==> config.mk <==
export PLATFORM = sky130hd
export DESIGN_NAME = pipeline_cpu
export DESIGN_NICKNAME = d
export VERILOG_FILES = /design/src/source/pipe_pkg.sv /design/src/source/rv_isa_pkg.sv /design/src/source/data_bus_master.sv /design/src/source/decoder.sv /design/src/source/execute_alu.sv /design/src/source/hazard_unit.sv /design/src/source/pipeline_cpu.sv /design/src/source/register_file.sv
export SDC_FILE = /design/constraint.sdc
export NUM_CORES = 2
export LEC_CHECK = 0
export BUFFER_PORTS_ARGS = -buffer_cell sky130_fd_sc_hd__buf_2
export CORE_ASPECT_RATIO = 1.25
export CORE_MARGIN = 4
export CORE_UTILIZATION = 60
export DETAILED_ROUTE_END_ITERATION = 6
export PLACE_DENSITY = 0.87
export SLEW_MARGIN = 0
export SYNTH_ARGS = -nofsm -noshare
export SYNTH_HDL_FRONTEND = slang
export SYNTH_SLANG_ARGS = --single-unit
export TNS_END_PERCENT = 10
==> constraint.sdc <==
create_clock -name clk -period 25.7 [get_ports clk]
set_input_delay 1.285 -clock clk [delete_from_list [all_inputs] [get_ports clk]]
set_output_delay 1.285 -clock clk [all_outputs]
set_load 0.01 [all_outputs]
==> src/source/pipe_pkg.sv <==
/*
  Microarchitecture definitions for the five-stage core.
  ALU operation codes, forwarding selections and PC constants.
*/
package pipe_pkg;

  // Operation carried from decode into execute
  typedef enum logic [2:0] {
    alu_add,
    alu_sub,
    alu_and,
    alu_or,
    alu_xor,
    alu_slt    // Signed compare giving 0 or 1
  } alu_op_t;

  // Where an execute operand comes from
  typedef enum logic [1:0] {
    fwd_from_reg,  // Value read in decode
    fwd_from_mem,  // Result sitting in the memory stage
    fwd_from_wb    // Result being written back
  } fwd_sel_t;

  localparam logic [31:0] reset_pc = 32'h0000_0000;
  localparam logic [31:0] pc_step  = 32'd4;  // One instruction word

endpackage

==> src/source/rv_isa_pkg.sv <==
/*
  Instruction set definitions for the RV32I subset core.
  Major opcodes, function codes and instruction field positions,
  shared by the decoder, the ALU, the top level and the bench.
*/
package rv_isa_pkg;

  localparam int xlen       = 32;
  localparam int reg_addr_w = 5;

  typedef logic [xlen-1:0]       word_t;
  typedef logic [reg_addr_w-1:0] reg_addr_t;
  typedef logic [2:0]            funct3_t;

  // Major opcodes in bits 6:0
  typedef enum logic [6:0] {
    opc_op     = 7'b0110011,  // Register-register ALU
    opc_op_imm = 7'b0010011,  // ALU with I immediate
    opc_load   = 7'b0000011,
    opc_store  = 7'b0100011,
    opc_branch = 7'b1100011,
    opc_jal    = 7'b1101111,
    opc_system = 7'b1110011   // Only ECALL decoded
  } opcode_t;

  // Field start bits
  localparam int rd_lsb     = 7;
  localparam int funct3_lsb = 12;
  localparam int rs1_lsb    = 15;
  localparam int rs2_lsb    = 20;
  localparam int funct7_lsb = 25;

  localparam funct3_t f3_add_sub = 3'b000;
  localparam funct3_t f3_slt     = 3'b010;
  localparam funct3_t f3_xor     = 3'b100;
  localparam funct3_t f3_or      = 3'b110;
  localparam funct3_t f3_and     = 3'b111;
  localparam funct3_t f3_beq     = 3'b000;
  localparam funct3_t f3_bne     = 3'b001;

  localparam logic [6:0] funct7_sub = 7'b0100000;  // SUB instead of ADD

endpackage
==> src/source/data_bus_master.sv <==
/*
  Wishbone classic master for the memory stage. Runs one word read or
  write per request and holds mem_busy until the ack edge, so the
  pipeline stays frozen for the whole access.
*/
`timescale 1ns/100ps

module data_bus_master (
  input  logic              clk,
  input  logic              reset,
  input  logic              req_read,
  input  logic              req_write,
  input  rv_isa_pkg::word_t addr,
  input  rv_isa_pkg::word_t wdata,
  output rv_isa_pkg::word_t rdata,
  output logic              mem_busy,
  output logic              wb_cyc,
  output logic              wb_stb,
  output logic              wb_we,
  output rv_isa_pkg::word_t wb_adr,
  output rv_isa_pkg::word_t wb_dat_w,
  input  rv_isa_pkg::word_t wb_dat_r,
  input  logic              wb_ack
);
  typedef enum logic {st_idle, st_wait} state_t;

  state_t state;
  logic   req;
  logic   done;  // High for the cycle after ack

  assign req      = req_read || req_write;
  assign wb_cyc   = (state == st_wait);
  assign wb_stb   = wb_cyc;  // Single transfer per cycle
  assign mem_busy = wb_cyc || (req && !done);  // Request cycle and wait cycles

  always_ff @(posedge clk) begin
    if (reset) begin
      state <= st_idle;
      done  <= 1'b0;
      wb_we <= 1'b0;
    end else begin
      done <= 1'b0;
      case (state)
        st_idle:
          if (req && !done) begin  // Same request already served
            state    <= st_wait;
            wb_we    <= req_write;
            wb_adr   <= addr;
            wb_dat_w <= wdata;
          end
        st_wait:
          if (wb_ack) begin
            state <= st_idle;
            done  <= 1'b1;
            wb_we <= 1'b0;
            if (!wb_we)
              rdata <= wb_dat_r;  // Load data for writeback
          end
        default: state <= st_idle;
      endcase
    end
  end

endmodule

==> src/source/decoder.sv <==
/*
  Instruction decoder for the decode stage. Produces control bits,
  the ALU operation and the sign-extended immediate, and flags the
  source registers really read so the hazard logic can ignore the rest.
*/
`timescale 1ns/100ps

module decoder (
  input  rv_isa_pkg::word_t     instr,
  output rv_isa_pkg::word_t     imm,
  output rv_isa_pkg::reg_addr_t rs1,
  output rv_isa_pkg::reg_addr_t rs2,
  output rv_isa_pkg::reg_addr_t rd,
  output pipe_pkg::alu_op_t     alu_op,
  output logic                  use_imm,
  output logic                  reg_write,
  output logic                  mem_read,
  output logic                  mem_write,
  output logic                  is_branch,
  output logic                  branch_ne,
  output logic                  is_jal,
  output logic                  is_ecall,
  output logic                  reads_rs1,
  output logic                  reads_rs2
);
  import rv_isa_pkg::*;
  import pipe_pkg::*;

  opcode_t opcode;
  funct3_t funct3;
  logic    op_reg, op_imm, op_load, op_store, op_branch;
  word_t   imm_i, imm_s, imm_b, imm_j;

  assign opcode = opcode_t'(instr[6:0]);
  assign funct3 = instr[funct3_lsb +: 3];
  assign rs1    = instr[rs1_lsb +: reg_addr_w];
  assign rs2    = instr[rs2_lsb +: reg_addr_w];
  assign rd     = instr[rd_lsb +: reg_addr_w];

  // Immediate formats, bit 31 is always the sign
  assign imm_i = {{20{instr[31]}}, instr[31:20]};
  assign imm_s = {{20{instr[31]}}, instr[31:25], instr[11:7]};
  assign imm_b = {{19{instr[31]}}, instr[31], instr[7], instr[30:25], instr[11:8], 1'b0};
  assign imm_j = {{11{instr[31]}}, instr[31], instr[19:12], instr[20], instr[30:21], 1'b0};

  // Unknown opcodes match none of these and decode to a bubble
  assign op_reg    = (opcode == opc_op);
  assign op_imm    = (opcode == opc_op_imm);
  assign op_load   = (opcode == opc_load);
  assign op_store  = (opcode == opc_store);
  assign op_branch = (opcode == opc_branch);
  assign is_jal    = (opcode == opc_jal);
  assign is_ecall  = (opcode == opc_system);  // Any SYSTEM halts

  assign use_imm   = op_imm || op_load || op_store;
  assign reg_write = op_reg || op_imm || op_load || is_jal;
  assign mem_read  = op_load;
  assign mem_write = op_store;
  assign is_branch = op_branch && (funct3 == f3_beq || funct3 == f3_bne);
  assign branch_ne = op_branch && (funct3 == f3_bne);
  assign reads_rs1 = op_reg || op_imm || op_load || op_store || op_branch;
  assign reads_rs2 = op_reg || op_store || op_branch;

  always_comb begin
    case (opcode)
      opc_store:  imm = imm_s;
      opc_branch: imm = imm_b;
      opc_jal:    imm = imm_j;
      default:    imm = imm_i;
    endcase
    alu_op = alu_add;  // Address and default arithmetic
    if (op_reg || op_imm) begin
      case (funct3)
        f3_add_sub: alu_op = (op_reg && instr[funct7_lsb +: 7] == funct7_sub) ? alu_sub : alu_add;
        f3_slt:     alu_op = alu_slt;
        f3_xor:     alu_op = alu_xor;
        f3_or:      alu_op = alu_or;
        f3_and:     alu_op = alu_and;
        default:    alu_op = alu_add;  // Shifts and SLTU not decoded
      endcase
    end
  end

endmodule

==> src/source/execute_alu.sv <==
/*
  Execute stage ALU. Computes the six arithmetic and logic operations
  and the equality test used by BEQ and BNE.
*/
`timescale 1ns/100ps

module execute_alu (
  input  pipe_pkg::alu_op_t alu_op,
  input  rv_isa_pkg::word_t operand_a,
  input  rv_isa_pkg::word_t operand_b,
  input  logic              branch_ne,
  output rv_isa_pkg::word_t result,
  output logic              branch_cond
);
  import rv_isa_pkg::*;
  import pipe_pkg::*;

  always_comb begin
    case (alu_op)
      alu_add: result = operand_a + operand_b;
      alu_sub: result = operand_a - operand_b;
      alu_and: result = operand_a & operand_b;
      alu_or:  result = operand_a | operand_b;
      alu_xor: result = operand_a ^ operand_b;
      alu_slt: result = word_t'($signed(operand_a) < $signed(operand_b));
      default: result = operand_a + operand_b;
    endcase
  end

  // Equal for BEQ, flipped for BNE
  assign branch_cond = (operand_a == operand_b) ^ branch_ne;

endmodule

==> src/source/hazard_unit.sv <==
/*
  Forwarding selection for the two execute operands and load-use
  stall detection for the decode stage. Purely combinational.
*/
`timescale 1ns/100ps

module hazard_unit (
  input  rv_isa_pkg::reg_addr_t ex_rs1,
  input  rv_isa_pkg::reg_addr_t ex_rs2,
  input  rv_isa_pkg::reg_addr_t mem_rd,
  input  logic                  mem_reg_write,
  input  rv_isa_pkg::reg_addr_t wb_rd,
  input  logic                  wb_reg_write,
  input  rv_isa_pkg::reg_addr_t id_rs1,
  input  rv_isa_pkg::reg_addr_t id_rs2,
  input  logic                  id_reads_rs1,
  input  logic                  id_reads_rs2,
  input  rv_isa_pkg::reg_addr_t ex_rd,
  input  logic                  ex_mem_read,
  output pipe_pkg::fwd_sel_t    fwd_a,
  output pipe_pkg::fwd_sel_t    fwd_b,
  output logic                  load_use_stall
);
  import rv_isa_pkg::*;
  import pipe_pkg::*;

  // Memory stage is younger so it is checked first
  function automatic fwd_sel_t pick_source(input reg_addr_t src);
    if (src == '0)
      return fwd_from_reg;  // x0 is never forwarded
    if (mem_reg_write && mem_rd == src)
      return fwd_from_mem;
    if (wb_reg_write && wb_rd == src)
      return fwd_from_wb;
    return fwd_from_reg;
  endfunction

  always_comb begin
    fwd_a = pick_source(ex_rs1);
    fwd_b = pick_source(ex_rs2);
  end

  // Load data arrives only after the memory stage, one bubble covers it
  assign load_use_stall = ex_mem_read && ex_rd != '0 &&
                          ((id_reads_rs1 && id_rs1 == ex_rd) ||
                           (id_reads_rs2 && id_rs2 == ex_rd));

endmodule

==> src/source/pipeline_cpu.sv <==
/*
  Five-stage pipelined RV32I subset core. Fetch reads an external
  instruction ROM, loads and stores go out over Wishbone classic.
  Branches and JAL resolve in execute and squash the two younger slots.
  A bus wait state freezes every stage, and ECALL halts the core.
*/
`timescale 1ns/100ps

module pipeline_cpu (
  input  logic              clk,
  input  logic              reset,
  output rv_isa_pkg::word_t imem_addr,
  input  rv_isa_pkg::word_t imem_data,
  output logic              wb_cyc,
  output logic              wb_stb,
  output logic              wb_we,
  output rv_isa_pkg::word_t wb_adr,
  output rv_isa_pkg::word_t wb_dat_w,
  input  rv_isa_pkg::word_t wb_dat_r,
  input  logic              wb_ack,
  output logic              halted
);
  import rv_isa_pkg::*;
  import pipe_pkg::*;

  word_t     pc;
  logic      fetch_stop;  // Set once an ECALL leaves execute
  // Decode stage
  logic      id_valid;
  word_t     id_pc, id_instr, dec_imm, rs1_data, rs2_data;
  reg_addr_t dec_rs1, dec_rs2, dec_rd;
  alu_op_t   dec_alu_op;
  logic      dec_use_imm, dec_reg_write, dec_mem_read, dec_mem_write;
  logic      dec_is_branch, dec_branch_ne, dec_is_jal, dec_is_ecall;
  logic      dec_reads_rs1, dec_reads_rs2;
  // Execute stage
  logic      ex_valid;
  word_t     ex_pc, ex_imm, ex_rs1_data, ex_rs2_data;
  reg_addr_t ex_rs1, ex_rs2, ex_rd;
  alu_op_t   ex_alu_op;
  logic      ex_use_imm, ex_reg_write, ex_mem_read, ex_mem_write;
  logic      ex_is_branch, ex_branch_ne, ex_is_jal, ex_is_ecall;
  fwd_sel_t  fwd_a, fwd_b;
  word_t     operand_a, operand_b, store_data, alu_result;
  logic      load_use_stall, branch_cond, redirect, squash;
  // Memory stage
  logic      mem_valid, mem_busy;
  word_t     mem_pc, mem_alu, mem_store_data, mem_fwd, load_data;
  reg_addr_t mem_rd;
  logic      mem_reg_write, mem_is_load, mem_is_store, mem_is_jal, mem_is_ecall;
  // Writeback stage
  logic      wr_valid;
  word_t     wr_pc, wr_alu, wr_load, wr_data;
  reg_addr_t wr_rd;
  logic      wr_reg_write, wr_is_load, wr_is_jal, wr_is_ecall;

  assign imem_addr = pc;
  assign redirect  = ex_valid && ((ex_is_branch && branch_cond) || ex_is_jal);
  assign squash    = redirect || (ex_valid && ex_is_ecall);  // Kill fetch and decode slots

  always_ff @(posedge clk) begin
    if (reset) begin
      pc         <= reset_pc;
      fetch_stop <= 1'b0;
    end else if (!mem_busy) begin
      if (redirect)
        pc <= ex_pc + ex_imm;  // Branch or JAL target
      else if (!load_use_stall && !fetch_stop)
        pc <= pc + pc_step;
      if (ex_valid && ex_is_ecall)
        fetch_stop <= 1'b1;
    end
  end

  // IF/ID holds during a load-use stall
  always_ff @(posedge clk) begin
    if (reset) begin
      id_valid <= 1'b0;
    end else if (!mem_busy && !load_use_stall) begin
      id_valid <= !squash && !fetch_stop;
      id_pc    <= pc;
      id_instr <= imem_data;
    end
  end

  decoder dec0 (
    .instr(id_instr), .imm(dec_imm), .rs1(dec_rs1), .rs2(dec_rs2), .rd(dec_rd),
    .alu_op(dec_alu_op), .use_imm(dec_use_imm), .reg_write(dec_reg_write),
    .mem_read(dec_mem_read), .mem_write(dec_mem_write), .is_branch(dec_is_branch),
    .branch_ne(dec_branch_ne), .is_jal(dec_is_jal), .is_ecall(dec_is_ecall),
    .reads_rs1(dec_reads_rs1), .reads_rs2(dec_reads_rs2)
  );

  // Register file sits beside decode and is written from writeback
  register_file rf0 (
    .clk(clk), .reset(reset), .rs1_addr(dec_rs1), .rs2_addr(dec_rs2),
    .rd_addr(wr_rd), .rd_data(wr_data), .write_en(wr_valid && wr_reg_write && !mem_busy),
    .rs1_data(rs1_data), .rs2_data(rs2_data)
  );

  // ID/EX takes a bubble on squash or load-use stall
  always_ff @(posedge clk) begin
    if (reset) begin
      ex_valid <= 1'b0;
    end else if (!mem_busy) begin
      ex_valid  <= id_valid && !squash && !load_use_stall;
      ex_alu_op <= dec_alu_op;
      {ex_pc, ex_imm, ex_rs1_data, ex_rs2_data} <= {id_pc, dec_imm, rs1_data, rs2_data};
      {ex_rs1, ex_rs2, ex_rd} <= {dec_rs1, dec_rs2, dec_rd};
      {ex_use_imm, ex_reg_write, ex_mem_read, ex_mem_write} <=
        {dec_use_imm, dec_reg_write, dec_mem_read, dec_mem_write};
      {ex_is_branch, ex_branch_ne, ex_is_jal, ex_is_ecall} <=
        {dec_is_branch, dec_branch_ne, dec_is_jal, dec_is_ecall};
    end
  end

  hazard_unit hz0 (
    .ex_rs1(ex_rs1), .ex_rs2(ex_rs2),
    .mem_rd(mem_rd), .mem_reg_write(mem_valid && mem_reg_write),
    .wb_rd(wr_rd), .wb_reg_write(wr_valid && wr_reg_write),
    .id_rs1(dec_rs1), .id_rs2(dec_rs2),
    .id_reads_rs1(id_valid && dec_reads_rs1), .id_reads_rs2(id_valid && dec_reads_rs2),
    .ex_rd(ex_rd), .ex_mem_read(ex_valid && ex_mem_read),
    .fwd_a(fwd_a), .fwd_b(fwd_b), .load_use_stall(load_use_stall)
  );

  // Results ahead of execute, JAL forwards its link address
  assign mem_fwd = mem_is_jal ? mem_pc + pc_step : mem_alu;
  assign wr_data = wr_is_load ? wr_load : (wr_is_jal ? wr_pc + pc_step : wr_alu);

  function automatic word_t fwd_value(input fwd_sel_t sel, input word_t from_reg);
    case (sel)
      fwd_from_mem: return mem_fwd;
      fwd_from_wb:  return wr_data;
      default:      return from_reg;
    endcase
  endfunction

  always_comb begin
    operand_a  = fwd_value(fwd_a, ex_rs1_data);
    store_data = fwd_value(fwd_b, ex_rs2_data);  // Also the SW data
  end
  assign operand_b = ex_use_imm ? ex_imm : store_data;

  execute_alu alu0 (
    .alu_op(ex_alu_op), .operand_a(operand_a), .operand_b(operand_b),
    .branch_ne(ex_branch_ne), .result(alu_result), .branch_cond(branch_cond)
  );

  always_ff @(posedge clk) begin
    if (reset) begin
      mem_valid <= 1'b0;
    end else if (!mem_busy) begin
      mem_valid <= ex_valid;
      {mem_pc, mem_alu, mem_store_data, mem_rd} <= {ex_pc, alu_result, store_data, ex_rd};
      {mem_reg_write, mem_is_load, mem_is_store, mem_is_jal, mem_is_ecall} <=
        {ex_reg_write, ex_mem_read, ex_mem_write, ex_is_jal, ex_is_ecall};
    end
  end

  data_bus_master bus0 (
    .clk(clk), .reset(reset),
    .req_read(mem_valid && mem_is_load), .req_write(mem_valid && mem_is_store),
    .addr(mem_alu), .wdata(mem_store_data), .rdata(load_data), .mem_busy(mem_busy),
    .wb_cyc(wb_cyc), .wb_stb(wb_stb), .wb_we(wb_we), .wb_adr(wb_adr),
    .wb_dat_w(wb_dat_w), .wb_dat_r(wb_dat_r), .wb_ack(wb_ack)
  );

  always_ff @(posedge clk) begin
    if (reset) begin
      wr_valid <= 1'b0;
      halted   <= 1'b0;
    end else begin
      if (!mem_busy) begin
        wr_valid <= mem_valid;
        {wr_pc, wr_alu, wr_load, wr_rd} <= {mem_pc, mem_alu, load_data, mem_rd};
        {wr_reg_write, wr_is_load, wr_is_jal, wr_is_ecall} <=
          {mem_reg_write, mem_is_load, mem_is_jal, mem_is_ecall};
      end
      if (wr_valid && wr_is_ecall)
        halted <= 1'b1;  // Sticky until reset
    end
  end

endmodule

==> src/source/register_file.sv <==
/*
  Integer register file with 31 writable words and x0 tied to zero.
  Written at the edge from writeback. Both read ports are combinational
  and return a same-cycle write to the addressed register.
*/
`timescale 1ns/100ps

module register_file (
  input  logic                  clk,
  input  logic                  reset,
  input  rv_isa_pkg::reg_addr_t rs1_addr,
  input  rv_isa_pkg::reg_addr_t rs2_addr,
  input  rv_isa_pkg::reg_addr_t rd_addr,
  input  rv_isa_pkg::word_t     rd_data,
  input  logic                  write_en,
  output rv_isa_pkg::word_t     rs1_data,
  output rv_isa_pkg::word_t     rs2_data
);
  import rv_isa_pkg::*;

  word_t regs [1:31];  // No storage for x0

  function automatic word_t read_port(input reg_addr_t addr);
    if (addr == '0)
      return '0;
    if (write_en && addr == rd_addr)
      return rd_data;  // Writeback bypass into decode
    return regs[addr];
  endfunction

  always_ff @(posedge clk) begin
    if (reset) begin
      for (int i = 1; i < 32; i++)
        regs[i] <= '0;
    end else if (write_en && rd_addr != '0) begin
      regs[rd_addr] <= rd_data;
    end
  end

  always_comb begin
    rs1_data = read_port(rs1_addr);
    rs2_data = read_port(rs2_addr);
  end

endmodule

==> metrics.md <==
| Metric | Value |
|---|---|
| Status | finished clean |
| First-pass GRT wire length | 420000 µm |
| Postcts setup bufs | 0 |
| Die X | 338 µm |
| Hpwl dp | 176000 µm |
| Final Net Count | 6213 |
| Residual DRC | 0 |
| Initial Util | 60.4% |
| CTS Hold Buffers Added | 0 |
| Inst Count DP | 7613 |
| Clk_skew | 0.0686 ns |
| Largest area contributor in the netlist | edfxtp_1 |
| Die Y-Extent | 421 µm |
| Clk sinks | 1589 |
| Area of the multi-input gates | 0.0325 mm² |
| Crit path DAT | 8.53 ns |
| Worst R2R Setup Slack | 17.92 ns |
| All-Layer GR Usage | 41.1% |
| F_max | 129 MHz |
| YS warnings | 0 |
| Synth unique cells | 95 |
| Area growth syn-to-layout | 9.54% |
| GPL Wtd Cong | 1.02 |
| Clock Latency Late Sink | 0.87 ns |
| Worst min path class | reg -> reg |
| TritonCTS Buffers | 154 |
| Asr flop ratio synth | 0% |
| Core area | 0.135 mm² |
| Slew HR | 13.0% |
| Pleak | 32.1 nW |
| Max-cap violation count | 0 |
| Gr ovfl total | 0 |
| Post_cts resized | 0 |
| Wire per inst | 37.5 µm |
| Critical setup path kind | reg -> reg |
| Top cells by area, synth | edfxtp_1 56%, mux4_2 18%, nor2_1 6.0% |
| Reg area | 0.0472 mm² |
| PortBufs | 166 |
| Max FFs per register | 1024 |
| Vias in the first global route | 61.0k |
| Grt met1 use | 46.3% |
| Fin crit period | 7.78 ns |
| 1st-iter DRT viols | 12.1k |
| CP required | 26.45 ns |
| Final period util | 30.3% |
| Synth cell count leaders | 1538 x edfxtp_1, 1299 x nor2_1, 640 x mux4_2 |
| CP max FO | 49 |
| Clk slew on worst S/H paths | 0.07 ns |
| Drt total wl | 297000 µm |
| CTS tree | done |
| Avg Cell Area, Syn | 13.6 µm² |
| Initial antenna violation count | 24 |
| Share of cells above drive strength 1 | 22.3% |
| Drt via density | 7.77 |
| Clock root buffer | clkbuf_16 |
| I/O Pins | 167 |
| Synth top area share | 56.4% |
| Setup_tns | 0 ns |
| Largest net degree at the start of global routing | 152 |
| Vias | 61.5k |
| Post-synthesis sequential area ratio | 57.7% |
| Register with the most flip-flops | rf0.regs |
| DRT antenna net count | 0 |
| Critical path capture point type | flop |
| Dominant cell by count in the synthesized netlist | edfxtp_1 |
| Busiest grt layer | met2 |
| # fillers | 8474 |
| Top FF cell, synth | edfxtp_1 |
| Worst setup SP type | flop |
| H-Tree Depth | 4 |
| Post-synthesis register bit count | 1589 |
| Hold Vio Cnt, Final | 0 |
| Met2 GRT Util | 63.7% |
| EDFF count, synth | 1538 |
| Grt met3 use | 14.3% |
| Synthesized area | 0.0818 mm² |
| 1st-pass router iterations | 7 |
| Clock Tree Buf Depth | 3 |
| Syn Inst Count | 6017 |
| Worst-Margin Slew | 1.30 ns |
| Pwr/cell area | 82.1 mW/mm² |
| Max IR drop VDD | 0.0694 mV |
| Final-report setup violation count | 0 |
| Die area | 0.142 mm² |
| Cell Rows | 151 |
| RSZ-0062 raised after global routing | false |
| Non-filler instance count after layout | 7908 |
| Slew Viols, Final | 0 |
==> placed cells by master (no fill, tap or decap), types with 17 or more instances in the layout <==
cell,n
nor3_1,52
or4_1,17
diode_2,18
clkbuf_1,24
ha_1,133
a21oi_2,19
o31ai_1,21
o21ai_0,152
a21oi_1,217
o21bai_1,20
nand4_1,38
a211oi_1,117
mux2i_1,35
dfxtp_1,41
clkinv_2,21
a21o_1,37
clkbuf_16,156
a22oi_1,46
o22ai_1,24
buf_4,153
nand2b_2,31
o21a_1,26
buf_2,166
xnor2_1,57
and3_1,30
inv_1,138
and2_1,20
mux2_2,87
xor2_1,59
conb_1,32
nand3_1,68
nor2_1,1295
clkinv_1,38
nand2b_1,18
mux4_2,640
nand2_1,241
edfxtp_1,1538
==> logic make-up (layout without fill, tap and decap cells) <==
kind of cell	count (synthesis)	in the layout	synth area share, %
AOI/OAI and AO/OA	855	855	6.88
DFF	1589	1589	57.7
adders and majority gates	136	136	2.11
other	1	50	0.00458
muxes	763	763	19.3
xor gates and xnor gates	116	116	1.24
buffers and inverters	659	742	3.08
and+or+nand+nor	1898	1898	9.74
==> path summary, 6_finish.rpt <==
path / from / endpoint / cells after the start
worst max register to register: wr_pc[2] / imem_addr[31] / 23
worst max-delay path: wr_pc[2] / imem_addr[31] / 23
worst min register to register: id_pc[22] / ex_pc[22] / 0
worst min-delay path: id_pc[22] / ex_pc[22] / 0
==> per-stage QoR <==
step	setup WS, ns	hold slack [ns]	area [µm²]	utilization, %	power [mW]
floorplan	6.43	0.400	81900	-	4.37
global placement	18.47	0.402	84500	62.4	4.87
detailed placement	18.30	0.405	84500	62.4	4.92
CTS	18.21	0.416	89600	66.1	7.25
global route	17.64	0.422	89600	66.1	7.52
finish	17.92	0.418	89600	66.2	7.36
==> power by group <==
| part | total (mW) | internal [mW] | switching [mW] |
|---|---|---|---|
| Sequential | 3.30 | 3.07 | 0.230 |
| Clock | 2.36 | 1.29 | 1.07 |
| Combinational | 1.70 | 0.645 | 1.05 |
==> routing by layer <==
| metal | share of wire (%) | vias up | routed length [µm] |
|---|---|---|---|
| met5 | 0.039 | - | 116 |
| met4 | 11 | 16 | 33400 |
| met3 | 15 | 2251 | 45600 |
| met2 | 45 | 7097 | 133000 |
| met1 | 29 | 29200 | 84600 |
| li1 | - | 22900 | - |
==> layout make-up <==
cell class	instances	area share (%)
Timing Repair Buffer	323	2.30
Multi-Input combinational cell	3800	36.2
Sequential cell	1589	52.7
Tap cell	1759	2.46
Inverter	142	0.595
Clock inverter	95	1.20
Clock buffer	182	4.49
Antenna cell	18	0.0503
==> worst max-delay path, cell delays in order, from the launching register on <==
cell       delay [ns]
edfxtp_1         0.43
ha_1             0.26
and4_1           0.30
and3_1           0.28
and3_1           0.22
xnor2_1          0.13
a211oi_1         0.32
a21oi_2          0.05
buf_4            0.29
inv_1            0.20
a2bb2oi_1        0.10
o21ai_0          0.40
mux2i_1          0.21
ha_1             0.68
nand4_1          0.20
or4_1            0.69
or4_1            0.49
a21boi_2         0.42
o21ai_4          0.07
buf_4            0.30
o22ai_4          0.93
a21oi_1          0.13
a311o_1          0.36
a21oi_1          0.14
Power figures use the tool's default switching activity.
